===== src/hdl/coleco_consts.svh =====
`ifndef COLECO_CONSTS_SVH
`define COLECO_CONSTS_SVH

// ------------------------------------------------------------
// Memory widths
// ------------------------------------------------------------

// CPU RAM address, 32k at most with SGM
`define RAM_AW 15

// Cartridge download address
`define DL_AW 16

// ------------------------------------------------------------
// SG-1000 cartridge checksum window
// ------------------------------------------------------------

// First byte of the 2xxx-3xxx block
`define SG_CHK_START 16'h2000

// Upper three address bits of 2xxx-3xxx
`define SG_CHK_PAGE 3'b001

// ------------------------------------------------------------
// Controller defaults
// ------------------------------------------------------------

`define SPIN_DIV_BITS 16

// All pins released, no key pressed
`define KEY_NONE 4'b1111

`endif


===== src/hdl/coleco_ctrl_pkg.sv =====
package coleco_ctrl_pkg;

    // Host joystick word, active high, bit 0 is right
    typedef struct packed {
        logic [1:0] spare;
        logic       fire2;
        logic       fire1;
        logic       up;
        logic       down;
        logic       left;
        logic       right;
    } joy_word_t;

    // Strobe selects from the console
    typedef struct packed {
        logic p5;
        logic p8;
    } ctrl_sel_t;

    // Joystick directions on pins 1..4, active low
    typedef struct packed {
        logic up_n;
        logic down_n;
        logic left_n;
        logic right_n;
    } pad_dirs_t;

    // Pins 1..4 carry a keypad code or four directions
    typedef union packed {
        logic [3:0] key_code;
        pad_dirs_t  dirs;
    } pad_lines_u;

    // One controller port, all pins active low
    typedef struct packed {
        pad_lines_u lines;
        logic       p6;
        logic       p7;
        logic       p9;
    } port_pins_t;

    // Registered controller inputs for one port
    typedef struct packed {
        joy_word_t   joy;
        logic [15:0] ps2_keys;
        logic [4:0]  ps2_joy;
        logic        spin_en;
    } pad_in_t;

endpackage


===== src/hdl/coleco_mem_pkg.sv =====
`include "coleco_consts.svh"

package coleco_mem_pkg;

    // Loader write port
    // wr is a one-cycle strobe, active is a level over the whole download
    typedef struct packed {
        logic                active;
        logic                wr;
        logic [`DL_AW-1:0]   addr;
        logic [7:0]          data;
    } dl_write_t;

    // CPU RAM request from the console core
    typedef struct packed {
        logic [`RAM_AW-1:0]  addr;
        logic                ce_n;
        logic                we_n;
    } ram_req_t;

    // RAM size selection
    // Value 3 is treated the same as SGM
    typedef enum logic [1:0] {
        RAM_1K  = 2'd0,
        RAM_8K  = 2'd1,
        RAM_SGM = 2'd2
    } ram_size_e;

endpackage


===== src/hdl/pad_input_stage.sv =====
`include "coleco_consts.svh"

module pad_input_stage
    import coleco_ctrl_pkg::*;
#(
    parameter int spin_div_bits = `SPIN_DIV_BITS
) (
    input  logic          clk_sys,
    input  logic          reset,
    input  joy_word_t     joy0_i,
    input  joy_word_t     joy1_i,
    input  logic [15:0]   ps2_keys_i,
    input  logic [4:0]    ps2_joy_i,
    input  logic          joy_swap_i,
    output pad_in_t [1:0] pad_o
);

    joy_word_t                joy_a_q;
    joy_word_t                joy_b_q;
    logic [15:0]              keys_q;
    logic [4:0]               ps2_joy_q;
    logic [spin_div_bits-1:0] div_cnt;
    logic                     spin_en_q;

    // Host inputs, swap applied on the way in
    always_ff @(posedge clk_sys) begin
        joy_a_q   <= joy_swap_i ? joy1_i : joy0_i;
        joy_b_q   <= joy_swap_i ? joy0_i : joy1_i;
        keys_q    <= ps2_keys_i;
        ps2_joy_q <= ps2_joy_i;
    end

    // Spinner step rate, one pulse per counter wrap
    always_ff @(posedge clk_sys) begin
        if (reset) begin
            div_cnt   <= '0;
            spin_en_q <= 1'b0;
        end else begin
            div_cnt   <= div_cnt + 1'b1;
            spin_en_q <= (div_cnt == '0);
        end
    end

    // Keyboard is shared by both ports
    assign pad_o[0] = '{joy: joy_a_q, ps2_keys: keys_q, ps2_joy: ps2_joy_q, spin_en: spin_en_q};
    assign pad_o[1] = '{joy: joy_b_q, ps2_keys: keys_q, ps2_joy: ps2_joy_q, spin_en: spin_en_q};

endmodule


===== src/hdl/ctrl_port_encoder.sv =====
`include "coleco_consts.svh"

module ctrl_port_encoder
    import coleco_ctrl_pkg::*;
(
    input  logic       clk_sys,
    input  logic       reset,
    input  pad_in_t    pad_i,
    input  ctrl_sel_t  sel_i,
    input  logic       spinner_on_i,
    output port_pins_t pins_o
);

    // Keys in priority order 1..9, 0, *, #
    localparam int KEY_BIT [12] = '{13, 7, 12, 2, 3, 14, 5, 1, 11, 10, 9, 6};

    // Pin 1..4 codes, same order as KEY_BIT
    localparam logic [3:0] KEY_CODE [12] = '{
        4'b1110,
        4'b1101,
        4'b0110,
        4'b0001,
        4'b1001,
        4'b0111,
        4'b1100,
        4'b1000,
        4'b1011,
        4'b0011,
        4'b1010,
        4'b0101
    };

    logic [3:0] key_code;
    pad_lines_u lines;
    logic       p6;
    logic [1:0] quad_q;
    logic [1:0] quad_next;

    // ------------------------------------------------------------
    // Keypad and joystick pins
    // ------------------------------------------------------------

    // Walk from lowest priority up so the highest one wins
    always_comb begin
        key_code = `KEY_NONE;
        for (int i = 11; i >= 0; i--) begin
            if (pad_i.ps2_keys[KEY_BIT[i]]) begin
                key_code = KEY_CODE[i];
            end
        end
    end

    always_comb begin
        lines.key_code = `KEY_NONE;
        p6             = 1'b1;
        if (!sel_i.p5 && sel_i.p8) begin
            // Keypad and right button
            lines.key_code = key_code;
            p6             = ~(pad_i.ps2_keys[0] | pad_i.joy.fire2);
        end else if (sel_i.p5 && !sel_i.p8) begin
            // Joystick and left button
            lines.dirs.up_n    = ~(pad_i.ps2_joy[0] | pad_i.joy.up);
            lines.dirs.down_n  = ~(pad_i.ps2_joy[1] | pad_i.joy.down);
            lines.dirs.left_n  = ~(pad_i.ps2_joy[2] | pad_i.joy.left);
            lines.dirs.right_n = ~(pad_i.ps2_joy[3] | pad_i.joy.right);
            p6                 = ~(pad_i.ps2_joy[4] | pad_i.joy.fire1);
        end
    end

    // ------------------------------------------------------------
    // Spinner quadrature on {p7, p9}
    // ------------------------------------------------------------

    always_comb begin
        quad_next = quad_q;
        if (pad_i.joy.left) begin
            case (quad_q)
                2'b00:   quad_next = 2'b01;
                2'b01:   quad_next = 2'b11;
                2'b11:   quad_next = 2'b10;
                default: quad_next = 2'b00;
            endcase
        end else if (pad_i.joy.right) begin
            case (quad_q)
                2'b00:   quad_next = 2'b10;
                2'b10:   quad_next = 2'b11;
                2'b11:   quad_next = 2'b01;
                default: quad_next = 2'b00;
            endcase
        end
    end

    always_ff @(posedge clk_sys) begin
        if (reset || !spinner_on_i) begin
            quad_q <= 2'b11;
        end else if (pad_i.spin_en) begin
            quad_q <= quad_next;
        end
    end

    assign pins_o.lines = lines;
    assign pins_o.p6    = p6;
    assign pins_o.p7    = quad_q[1];
    assign pins_o.p9    = quad_q[0];

endmodule


===== src/hdl/sg_cart_probe.sv =====
`include "coleco_consts.svh"

module sg_cart_probe
    import coleco_mem_pkg::*;
(
    input  logic      clk_sys,
    input  logic      reset,
    input  dl_write_t dl_i,
    input  logic      sg1000_i,
    output logic      flat_map_o
);

    logic       active_q;
    logic [7:0] chksum;
    logic       flat_map;

    // AND of all bytes in 2xxx-3xxx
    // An all-FF block marks carts that want the flat RAM map
    always_ff @(posedge clk_sys) begin
        if (reset) begin
            active_q <= 1'b0;
            chksum   <= '0;
            flat_map <= 1'b0;
        end else begin
            active_q <= dl_i.active;

            if (sg1000_i && dl_i.active) begin
                // New download starts
                if (!active_q) begin
                    chksum   <= '0;
                    flat_map <= 1'b0;
                end
                if (dl_i.wr) begin
                    if (dl_i.addr == `SG_CHK_START) begin
                        chksum <= dl_i.data;
                    end else if (dl_i.addr[`DL_AW-1 -: 3] == `SG_CHK_PAGE) begin
                        chksum <= chksum & dl_i.data;
                    end
                end
            end

            if (sg1000_i && !dl_i.active && chksum == 8'hFF) begin
                flat_map <= 1'b1;
            end
        end
    end

    assign flat_map_o = flat_map;

endmodule


===== src/hdl/cpu_ram_mapper.sv =====
`include "coleco_consts.svh"

module cpu_ram_mapper
    import coleco_mem_pkg::*;
(
    input  logic               clk_sys,
    input  logic               reset,
    input  ram_req_t           cpu_req_i,
    input  logic               sg1000_i,
    input  ram_size_e          ram_size_i,
    input  logic               flat_map_i,
    output logic [`RAM_AW-1:0] ram_addr_o,
    output logic               ram_we_o
);

    logic [1:0]         clk_cnt;
    logic               cpu_ce;
    logic [`RAM_AW-1:0] a;

    // CPU runs at half the system clock
    always_ff @(posedge clk_sys) begin
        if (reset) begin
            clk_cnt <= '0;
            cpu_ce  <= 1'b0;
        end else begin
            clk_cnt <= clk_cnt + 1'b1;
            cpu_ce  <= clk_cnt[0];
        end
    end

    assign a = cpu_req_i.addr;

    always_comb begin
        if (sg1000_i && flat_map_i) begin
            ram_addr_o = a;
        end else if (sg1000_i && !a[14]) begin
            // 16k at 8000 for SG-1000 carts with extra RAM
            ram_addr_o = {1'b1, a[13:0]};
        end else if (ram_size_i == RAM_8K) begin
            ram_addr_o = {{(`RAM_AW - 13){1'b0}}, a[12:0]};
        end else if (ram_size_i == RAM_1K) begin
            ram_addr_o = {{(`RAM_AW - 10){1'b0}}, a[9:0]};
        end else if (sg1000_i) begin
            // SGM size means 16k on SG-1000
            ram_addr_o = {1'b0, a[13:0]};
        end else begin
            ram_addr_o = a;
        end
    end

    assign ram_we_o = cpu_ce & ~(cpu_req_i.ce_n | cpu_req_i.we_n);

endmodule


===== src/hdl/coleco_ctrl_top.sv =====
`include "coleco_consts.svh"

module coleco_ctrl_top
    import coleco_ctrl_pkg::*;
    import coleco_mem_pkg::*;
#(
    parameter int spin_div_bits = `SPIN_DIV_BITS
) (
    input  logic               clk_sys,
    input  logic               reset,
    input  joy_word_t          joy0_i,
    input  joy_word_t          joy1_i,
    input  logic [15:0]        ps2_keys_i,
    input  logic [4:0]         ps2_joy_i,
    input  logic               joy_swap_i,
    input  logic               spinner_on_i,
    input  logic               sg1000_i,
    input  ram_size_e          ram_size_i,
    input  ctrl_sel_t [1:0]    sel_i,
    input  dl_write_t          dl_i,
    input  ram_req_t           cpu_req_i,
    output port_pins_t [1:0]   port_o,
    output logic [`RAM_AW-1:0] ram_addr_o,
    output logic               ram_we_o
);

    pad_in_t [1:0] pad;
    logic          flat_map;

    // ------------------------------------------------------------
    // Controller ports
    // ------------------------------------------------------------

    pad_input_stage #(
        .spin_div_bits (spin_div_bits)
    ) u_pad_input_stage (
        .clk_sys    (clk_sys),
        .reset      (reset),
        .joy0_i     (joy0_i),
        .joy1_i     (joy1_i),
        .ps2_keys_i (ps2_keys_i),
        .ps2_joy_i  (ps2_joy_i),
        .joy_swap_i (joy_swap_i),
        .pad_o      (pad)
    );

    for (genvar i = 0; i < 2; i++) begin : g_port
        ctrl_port_encoder u_encoder (
            .clk_sys      (clk_sys),
            .reset        (reset),
            .pad_i        (pad[i]),
            .sel_i        (sel_i[i]),
            .spinner_on_i (spinner_on_i),
            .pins_o       (port_o[i])
        );
    end

    // ------------------------------------------------------------
    // Cartridge probe and CPU RAM
    // ------------------------------------------------------------

    sg_cart_probe u_sg_cart_probe (
        .clk_sys    (clk_sys),
        .reset      (reset),
        .dl_i       (dl_i),
        .sg1000_i   (sg1000_i),
        .flat_map_o (flat_map)
    );

    cpu_ram_mapper u_cpu_ram_mapper (
        .clk_sys    (clk_sys),
        .reset      (reset),
        .cpu_req_i  (cpu_req_i),
        .sg1000_i   (sg1000_i),
        .ram_size_i (ram_size_i),
        .flat_map_i (flat_map),
        .ram_addr_o (ram_addr_o),
        .ram_we_o   (ram_we_o)
    );

endmodule


===== config.mk =====
export PLATFORM = sky130hd
export DESIGN_NAME = coleco_ctrl_top
export DESIGN_NICKNAME = d
export VERILOG_FILES = /design/src/hdl/coleco_ctrl_pkg.sv /design/src/hdl/coleco_mem_pkg.sv /design/src/hdl/pad_input_stage.sv /design/src/hdl/ctrl_port_encoder.sv /design/src/hdl/sg_cart_probe.sv /design/src/hdl/cpu_ram_mapper.sv /design/src/hdl/coleco_ctrl_top.sv
export VERILOG_INCLUDE_DIRS = /design/src /design/src/hdl
export SDC_FILE = /design/constraint.sdc
export NUM_CORES = 1
export LEC_CHECK = 0
export ABC_AREA = 1
export BUFFER_PORTS_ARGS = -buffer_cell sky130_fd_sc_hd__buf_4
export CAP_MARGIN = 0
export CORE_ASPECT_RATIO = 0.8
export CORE_MARGIN = 10
export CORE_UTILIZATION = 48
export DETAILED_ROUTE_END_ITERATION = 10
export PLACE_DENSITY = 0.91
export SLEW_MARGIN = 20
export SYNTH_ARGS = -nofsm -noshare
export SYNTH_HDL_FRONTEND = slang
export SYNTH_SLANG_ARGS = --single-unit

===== constraint.sdc =====
create_clock -name clk_sys -period 1.9 [get_ports clk_sys]
set_input_delay 0 -clock clk_sys [delete_from_list [all_inputs] [get_ports clk_sys]]
set_output_delay 0 -clock clk_sys [all_outputs]
set_load 0.02 [all_outputs]

==> impl_metrics.ini, run 1 <==
[clock_network]
insertion_delay_ps = 330
cts_root_buf = clkbuf_8
numCtsBuffers = 9
cts_tree = built
clockBufferDepth = 2
cts.clk_slew.worst_paths_ps = 70
htree_levels = 3
cts-resized-gates = 0
cts.sinks = 63

[yosys]
synth_area_leaders = dfxtp_1 (44%), nand2_1 (12%), nor2_1 (8.0%)
synth_top_cell_by_area = dfxtp_1
synth_ff_type = dfxtp_1
yosysWarnings = 0
syn_avg_cell_area_sq_um = 7.08
ys_seq_area_share_pct = 43.6
async_flop_share_pct = 0
syn_inst = 409
synth-edff-count = 0
ys_ff_latch = 63
syn-num-nets = 502
yosysUniqueCellTypes = 32
netlist_area_sq_um = 2890
synth.top_cell.area_share_pct = 43.6

[floorplan]
fp.dieW_microns = 107
initial_core_util_pct = 49.2
die_h_microns = 89.5
io_pins = 121
core.rowCount = 25
coreArea_sq_um = 5880
die-area_sq_um = 9550

[detailed_routing]
ant_nets = 0
post_drt_wl_per_cell_microns = 15.2
vias = 3260
dr.pass1.iters = 5
drt_iter0_drc = 328
drc = 0
routed_wirelength_mm = 9.52
via_per_inst = 5.21

[placed_design]
gp_congestion = 0.828
pre_cts_slack_ps = 428
place_inst = 562
portBuffers = 93
dp_hpwl_mm = 6.02

[global_routing]
overflow = 0
grt_max_degree = 25
grt_pass1_wl_mm = 14.9
antenna_found_initial = 0
grt_pass1_vias = 3193
gr-usage-all-layers_pct = 19.3

[power]
ir_worst_vdd_mv = 0.416
cellLeakagePower_nw = 1.97
power_density_nw_per_um2 = 746

[finish]
instances_no_fill = 626
area_growth_pct = 47.2
drive_gt1_share_pct = 22.0
antennaDiodeCount = 0
fin_nets = 633
fillers = 416
fin_util_pct = 72.4

[sta]
period_share_pct = 83.3
final-setup-viol-count = 0
holdWs_ps = 0.00881
maxSlewViolCount = 0
tightest_slew_ps = 526
hold_viol_final = 0
setup_ws_ps = 317
tns_ps = 0
max_freq_mhz = 632
rsz0062_at_grt = false
period_needed_ps = 1580
skew_ps = 4.45
slew_headroom_pct = 64.5

[run]
maxCapViolCount = 0

[worst_setup_path]
critPathMaxFanout = 3
end_kind = output port
cp_cell_sequence = nor2_1 -> nand3_1 -> nand2_1 -> nand2_1 -> nand2_1 -> nand2_1 -> nand2_1 -> nand2_1 -> nand2_1 -> nand2_1 -> buf_4
critPathLaunchType = register
cp_slowest_stage_delay_ps = 310
required_ps = 1900
slowest_stage = dfxtp_1
crit_type = register to output port
arrival_ps = 1580
cpMostUsedCell = nand2_1

[min_path]
holdCritPathClass = input port to output port

[outcome]
outcome = complete, no violations
cells by family (layout without fill, tap and decap cells):
logic type,after synthesis,in the layout,synth area share [%]
and+or+nand+nor,190,190,28.6
AOI/OAI and AO/OA,79,79,14.7
buffers and inverters,70,206,10.7
DFF,63,63,43.6
xor gates and xnor gates,5,5,1.51
adders and majority gates,2,2,0.865
cell usage after synthesis, types with 4 or more instances:
cell      number
o211ai_1       4
o21ai_0       37
nand3_1        9
buf_4         12
nand4_1        7
nor2_1        62
dfxtp_1       63
a21oi_1       28
nor4_1         4
inv_1         49
nor3_1         4
o21a_1         4
clkbuf_1       6
nand2_1       89
per-stage QoR:
stage,area (sq um),power (mW)
after floorplan,2890,1.68
after global placement,3570,1.84
after detailed placement,3570,1.86
after CTS,4260,3.17
after global routing,4260,3.31
final,4260,3.18
metal layers:
metal  track usage (%)  vias to the layer above  wire [microns]
li1                  -                     1567               -
met4              10.1                        0             293
met2              35.4                      173            5050
met1              19.7                     1481            3420
met5                 0                        -               0
met3              5.91                       39             756
flip-flops by register name, summed over array words and instances (netlist names):
signal	flops
g_port.u_encoder.quad_q	4
u_cpu_ram_mapper.clk_cnt	1
u_cpu_ram_mapper.cpu_ce	1
u_pad_input_stage.div_cnt	16
u_pad_input_stage.keys_q	13
u_pad_input_stage.pad_o	12
u_pad_input_stage.ps2_joy_q	5
u_pad_input_stage.spin_en_q	1
u_sg_cart_probe.active_q	1
u_sg_cart_probe.chksum	8
u_sg_cart_probe.flat_map_o	1
cell usage in the layout, fill, tap and decap left out, types with 2 or more instances in the layout:
| cell | Yosys | routed |
|---|---|---|
| dfxtp_1 | 63 | 63 |
| nor4_1 | 4 | 4 |
| nand4_1 | 7 | 7 |
| xnor2_1 | 3 | 3 |
| nor3b_1 | 2 | 2 |
| a31oi_1 | 3 | 3 |
| bufinv_16 | 0 | 2 |
| o21a_1 | 4 | 4 |
| xor2_1 | 2 | 2 |
| o21ai_0 | 37 | 37 |
| nand3_1 | 9 | 9 |
| a21oi_1 | 28 | 28 |
| nor3_2 | 2 | 2 |
| clkbuf_8 | 0 | 9 |
| dlygate4sd3_1 | 0 | 48 |
| clkinvlp_4 | 0 | 2 |
| nor3_1 | 4 | 4 |
| nor2_1 | 62 | 62 |
| or2_2 | 3 | 3 |
| clkinv_2 | 0 | 2 |
| o211ai_1 | 4 | 4 |
| nand3_2 | 2 | 2 |
| inv_1 | 49 | 49 |
| nand2_1 | 89 | 89 |
| ha_1 | 2 | 2 |
| nand2_2 | 2 | 2 |
| buf_4 | 12 | 93 |
final cells by class:
class                   instances  area, sq um  share of cell area, %
flip-flops and latches         63         1260                   29.6
clock inverters                 6         85.1                   2.00
inverters                      49          184                   4.32
well taps                      81          101                   2.38
multi-input cells             276         1320                   31.0
clock buffers                  10          128                   3.00
repair buffers                141         1180                   27.7
timing repair:
action	CTS	global route
setup buffers	0	0
hold buffers	48	0
endpoints found under the hold margin	49	0
path summary, 6_finish.rpt:
path / from / end / slack, ps / cells past startpoint
max: u_pad_input_stage.keys_q[11] / port_o[11] / 320 / 11
min: cpu_req_i[10] / ram_addr_o[8] / 0.009 / 0
min reg2reg: u_cpu_ram_mapper.clk_cnt[0] / u_cpu_ram_mapper.clk_cnt[0] / 410 / 1
max reg2reg: u_pad_input_stage.div_cnt[0] / u_pad_input_stage.div_cnt[10] / 350 / 6
critical path, delay by kind of cell (launching register included):
family                 cells  cell delay, ps
flip-flops                 1             310
AND/OR/NAND/NOR           10             790
buffers and inverters      1             160
report_power, final:
part	internal, mW	switching (mW)
clock	0.734	0.503
sequential	1.39	0.0489
combinational	0.273	0.232
total	2.39	0.784
Power figures use the tool's default switching activity.
==> run 2, diff against run 1 <==
--- a/config.mk
+++ b/config.mk
@@ -6,14 +6,14 @@
 export SDC_FILE = /design/constraint.sdc
 export NUM_CORES = 1
 export LEC_CHECK = 0
-export ABC_AREA = 1
+export ABC_AREA = 0
 export BUFFER_PORTS_ARGS = -buffer_cell sky130_fd_sc_hd__buf_4
 export CAP_MARGIN = 0
 export CORE_ASPECT_RATIO = 0.8
 export CORE_MARGIN = 10
-export CORE_UTILIZATION = 48
+export CORE_UTILIZATION = 43
 export DETAILED_ROUTE_END_ITERATION = 10
-export PLACE_DENSITY = 0.91
+export PLACE_DENSITY = 0.87
 export SLEW_MARGIN = 20
 export SYNTH_ARGS = -nofsm -noshare
 export SYNTH_HDL_FRONTEND = slang
==> constraint.sdc (replaced) <==
create_clock -name clk_sys -period 1.3 [get_ports clk_sys]
set_input_delay 0 -clock clk_sys [delete_from_list [all_inputs] [get_ports clk_sys]]
set_output_delay 0 -clock clk_sys [all_outputs]
set_load 0.02 [all_outputs]
==> impl_metrics.ini, run 2 <==
[outcome]
outcome = complete, but fails checks
violations = negative setup slack

[global_routing]
overflow = 0
grt_pass1_vias = 3156
gr-usage-all-layers_pct = 17.5
grt_max_degree = 22
grt_pass1_wl_mm = 14.4
antenna_found_initial = 0

[finish]
area_growth_pct = 64.3
final_cell_mix = buf_4 (113), dfxtp_1 (45), dlygate4sd3_1 (44)
antennaDiodeCount = 0
fin_area_sq_um = 4610
drive_gt1_share_pct = 42.9
final_common_cell = buf_4
fin_nets = 560
regMostFlops = u_pad_input_stage.div_cnt
largest_reg_flops = 16

[worst_setup_path]
cp.depth = 6
rr_endpoint = u_pad_input_stage.div_cnt[15]
cp_cell_sequence = inv_1 -> a211oi_2 -> a211oi_2 -> buf_4 -> a21oi_2 -> buf_6
path_buf_inv = 3
cp_slowest_stage_delay_ps = 420
end_kind = output port
crit_type = register to output port
path_delay_family = compound AO/OA/AOI/OAI gates
reg2reg_depth = 4
critPathLaunchType = register
rrSetupSlack_ps = -60
required_ps = 1300
slowest_stage = dfxtp_1
r2r_start = u_pad_input_stage.div_cnt[8]
critPathMaxFanout = 4
arrival_ps = 1640
cpMostUsedCell = a211oi_2

[detailed_routing]
via_per_inst = 5.37
drt_iter0_drc = 99
post_drt_wl_per_cell_microns = 17.4
ant_nets = 0
drc = 0
dr.pass1.iters = 5
vias = 2981
routed_wirelength_mm = 9.66

[min_path]
holdCritStartpoint = cpu_req_i[11]
hold_depth = 0
holdCritPathClass = input port to output port
min_to = ram_addr_o[9]

[yosys]
ys_seq_area_share_pct = 44.9
synth_top_family_by_area = simple AND/OR/NAND/NOR gates
synth-edff-count = 0
yosys.area_share.simple_pct = 24.1
synth_compound_area_share_pct = 16.8
ys_ff_latch = 63
synth_area_leaders = dfxtp_1 (45%), nor2_1 (5.1%), o21ai_0 (5.0%)
syn-num-nets = 403
synth.top_cell.area_share_pct = 44.9
syn_avg_cell_area_sq_um = 9.06
yosysMostFrequentCell = dfxtp_1
synth_ff_type = dfxtp_1
yosysWarnings = 0
yosysUniqueCellTypes = 45
async_flop_share_pct = 0
synth_xor_area_share_pct = 3.74
synth_top_cell_by_area = dfxtp_1
synth_adder_area_share_pct = 0.891
netlist_area_sq_um = 2810
synth_common_cells = dfxtp_1 (63), nor2_1 (38), o21ai_0 (28)
syn_inst = 310
synthMuxAreaShare_pct = 4.81

[sta]
maxSlewViolCount = 0
tightest_slew_ps = 365
setup_ws_ps = -336
hold_viol_final = 0
final-setup-viol-count = 9
slew_headroom_pct = 75.4
skew_ps = 12.3
period_share_pct = 126
rsz0062_at_grt = true
period_needed_ps = 1640
max_freq_mhz = 611

[power]
switchingPower_mw = 1.14
total_power_mw = 4.59
cellLeakagePower_nw = 1.91
p_seq_share_pct = 45.5
ir_worst_vdd_mv = 0.580
combPwrFrac_pct = 17.3
pwr-share-clk_pct = 37.2
internal_power_mw = 3.45
switching_share_pct = 24.8
power_density_nw_per_um2 = 994

[floorplan]
die_h_microns = 92.3
die-area_sq_um = 10200
io_pins = 121
core.rowCount = 26
coreArea_sq_um = 6380
fp.dieW_microns = 110
initial_core_util_pct = 44.1

[placed_design]
place_area_sq_um = 3700
dp_hpwl_mm = 6.07
gp_congestion = 0.872
portBuffers = 93

[clock_network]
cts.sinks = 63
numCtsBuffers = 9
cts.clk_slew.worst_paths_ps = 60
cts_tree = built
insertion_delay_ps = 350
cts_root_buf = clkbuf_8
clockBufferDepth = 2
htree_levels = 3

[run]
maxCapViolCount = 0
## run 2: through the flow
step	std cells	util [%]	hold slack [ps]	setup TNS, ps	worst slack (ps)
2_1_floorplan	310	-	27.7	0	18.9
3_3_place_gp	492	58.0	0.137	-576	-105
3_5_place_dp	492	58.0	0.137	-1090	-149
4_1_cts	556	70.1	0.137	-2210	-362
5_1_grt	555	72.4	0.0624	-3290	-405
6_report	555	72.4	0.00776	-2360	-336
## run 2: how the worst max path moves through the flow
stage                                 startpoint                       endpoint
finish               u_pad_input_stage.keys_q[3]                      port_o[6]
global route        u_pad_input_stage.keys_q[10]                      port_o[5]
CTS                 u_pad_input_stage.keys_q[11]                     port_o[13]
detailed placement                       dl_i[8]      u_sg_cart_probe.chksum[0]
global placement                         dl_i[8]      u_sg_cart_probe.chksum[7]
floorplan           u_pad_input_stage.div_cnt[2]  u_pad_input_stage.div_cnt[15]
## run 2: kinds of logic after synthesis
logic type / count (synthesis)
compound gates: 76
xor+xnor: 12
buf+inv: 24
fa+ha+maj: 2
simple gates: 121
mux: 12
flops: 63
## run 2: what timing repair did
action,4_1_cts,5_1_grt
pin swaps,12,17
hold buffers,46,0
setup buffers,3,1
hold endpoints to repair,42,0
resized for setup,29,41
gates cloned,0,0
setup endpoints to repair,17,27
## run 2: power groups by stage
| stage | sequential [mW] | combinational [mW] | clock, mW |
|---|---|---|---|
| after floorplan | 2.10 | 0.328 | 0 |
| after global placement | 2.11 | 0.592 | 0 |
| after detailed placement | 2.11 | 0.611 | 0 |
| after CTS | 2.07 | 0.753 | 1.74 |
| after global routing | 2.09 | 0.848 | 1.83 |
| final | 2.09 | 0.795 | 1.71 |
## run 2: layout make-up
| class | instances | area [sq um] |
|---|---|---|
| clock buffer | 12 | 155 |
| clock inverter | 3 | 42.5 |
| fill | 427 | 1760 |
| inverter | 4 | 15.0 |
| multi-input combinational | 223 | 1620 |
| sequential | 63 | 1290 |
| tap | 84 | 105 |
| timing repair buffer | 166 | 1390 |
## run 2: layer usage
layer  track usage [%]  vias to the layer above  wire length [microns]
met4              5.45                        0                    125
li1                  -                     1419                      -
met5                 0                        -                      0
met2              32.0                      117                   5110
met1              17.9                     1429                   3550
met3              6.72                       16                    873
==> run 3, diff against run 2 <==
--- a/config.mk
+++ b/config.mk
@@ -6,14 +6,15 @@
 export SDC_FILE = /design/constraint.sdc
 export NUM_CORES = 1
 export LEC_CHECK = 0
-export ABC_AREA = 0
+export ABC_AREA = 1
 export BUFFER_PORTS_ARGS = -buffer_cell sky130_fd_sc_hd__buf_4
 export CAP_MARGIN = 0
 export CORE_ASPECT_RATIO = 0.8
 export CORE_MARGIN = 10
 export CORE_UTILIZATION = 43
 export DETAILED_ROUTE_END_ITERATION = 10
-export PLACE_DENSITY = 0.87
+export GPL_ROUTABILITY_DRIVEN = 0
+export PLACE_DENSITY = 0.76
 export SLEW_MARGIN = 20
 export SYNTH_ARGS = -nofsm -noshare
 export SYNTH_HDL_FRONTEND = slang
==> impl_metrics.ini, run 3 (same netlist as run 1, synthesis figures left out) <==
[outcome]
outcome = complete, but fails checks
violations = negative setup slack

[finish]
final_common_cell = buf_4
area_growth_pct = 55.1
antennaDiodeCount = 0
fin_nets = 642
fin_area_sq_um = 4490
ff_latch_area_sq_um = 1280
final_cell_mix = buf_4 (97), nand2_1 (83), nor2_1 (59)
largest_reg_flops = 16
multi_input_area_sq_um = 1430
drive_gt1_share_pct = 30.1
fin_util_pct = 69.3
fillers = 482
regMostFlops = u_pad_input_stage.div_cnt
instances_no_fill = 638

[floorplan]
initial_core_util_pct = 44.7
io_pins = 121
die-area_sq_um = 10400
die_h_microns = 93.4
core.rowCount = 26
coreArea_sq_um = 6470
fp.dieW_microns = 112

[global_routing]
antenna_found_initial = 0
grt_pass1_vias = 3106
gr-usage-all-layers_pct = 16.6
grt_max_degree = 25
grt_pass1_wl_mm = 14.4
overflow = 0

[power]
power_density_nw_per_um2 = 1060
p_seq_share_pct = 44.1
switching_share_pct = 26.0
combPwrFrac_pct = 16.2
switchingPower_mw = 1.24
pwr-share-clk_pct = 39.7
internal_power_mw = 3.54
ir_worst_vdd_mv = 0.808
cellLeakagePower_nw = 2.06

[placed_design]
dp_hpwl_mm = 5.98
place_inst = 571
place_area_sq_um = 3620
portBuffers = 93

[worst_setup_path]
end_kind = output port
required_ps = 1300
arrival_ps = 1460
critPathLaunchType = register
critPathMaxFanout = 3
crit_type = register to output port

[detailed_routing]
via_per_inst = 4.93
ant_nets = 0
routed_wirelength_mm = 9.11
drc = 0
drt_iter0_drc = 180
post_drt_wl_per_cell_microns = 14.3
vias = 3144
dr.pass1.iters = 5

[sta]
maxSlewViolCount = 0
tightest_slew_ps = 499
period_needed_ps = 1460
period_share_pct = 113
holdWs_ps = 0.00669
max_freq_mhz = 683
rsz0062_at_grt = true
final-setup-viol-count = 8
setup_ws_ps = -165
hold_viol_final = 0
slew_headroom_pct = 66.3
tns_ps = -1020
skew_ps = 6.58

[run]
maxCapViolCount = 0

[clock_network]
insertion_delay_ps = 350
cts.sinks = 63
cts_tree = built
htree_levels = 3
clockBufferDepth = 2
cts_root_buf = clkbuf_8
cts.clk_slew.worst_paths_ps = 70
numCtsBuffers = 9

[min_path]
holdCritPathClass = input port to output port
==> run 3: cell count changes in the layout (fill, tap and decap cells not counted), moves of 5 or more <==
cell	delta
xor2_1	-5
nor2_1	+22
a21o_1	-9
inv_1	+43
nor3b_1	-5
a21oi_1	+21
nand2_1	+71
nand2_2	+7
o21ai_0	+8
mux2_2	-12
buf_4	-16
nand2b_1	-9
nor2b_1	-10
==> run 3: timing repair <==
item,in CTS,in global routing
setup endpoints to repair,13,23
gates resized for setup,24,27
buffers inserted,0,5
hold buffers,46,0
endpoints found under the hold margin,46,0
pin swaps,4,13
==> run 3: layout make-up <==
class                           count  area share, %
Multi-Input combinational cell    276           31.9
Sequential cell                    63           28.5
Timing Repair Buffer              150           28.2
Inverter                           49           4.10
Clock buffer                        9           2.76
Tap cell                           84           2.34
Clock inverter                      7           2.17
==> run 3: power by group through the flow <==
stage	clock, mW	sequential (mW)	combinational, mW
after floorplan	0	2.12	0.342
after global placement	0	2.13	0.579
after detailed placement	0	2.13	0.594
after CTS	1.93	2.09	0.739
after global routing	2.02	2.12	0.846
final	1.90	2.11	0.776
==> run 3: worst max-delay path, stage by stage, from the launching register on <==
cell and delay [ps]:
dfxtp_2 340, nor2_4 120, nand3_2 60, nand2_1 60, nand2_1 50, nand2_1 60
nand2_1 50, nand2_1 70, nand2_2 60, nand2_2 70, nand2_2 50, buf_6 130
==> run 3: path summary, 6_finish.rpt <==
kind / cells past startpoint / slack, ps / end / startpoint
setup reg to reg: 7 / 20 / u_pad_input_stage.div_cnt[14] / u_pad_input_stage.div_cnt[0]
hold / removal: 0 / 0.007 / ram_addr_o[0] / cpu_req_i[2]
hold reg to reg: 1 / 410 / u_cpu_ram_mapper.clk_cnt[0] / u_cpu_ram_mapper.clk_cnt[0]
setup / recovery: 11 / -160 / port_o[11] / u_pad_input_stage.keys_q[11]
==> run 3: stage by stage <==
stage / power [mW] / setup WS [ps]
after detailed placement: 2.72 / 12.4
after global placement: 2.71 / 37.1
after CTS: 4.76 / -156
final: 4.78 / -165
after global routing: 4.98 / -253
after floorplan: 2.46 / 1.92
==> run 3: metal layers <==
layer / share of wire [%] / vias up / global-route usage (%) / routed length [microns]
met1: 39 / 1421 / 17.7 / 3540
met3: 7.4 / 13 / 5.24 / 675
met2: 52 / 128 / 29.9 / 4760
met4: 1.5 / 0 / 6.73 / 134
met5: 0 / - / 0 / 0
li1: - / 1582 / - / -
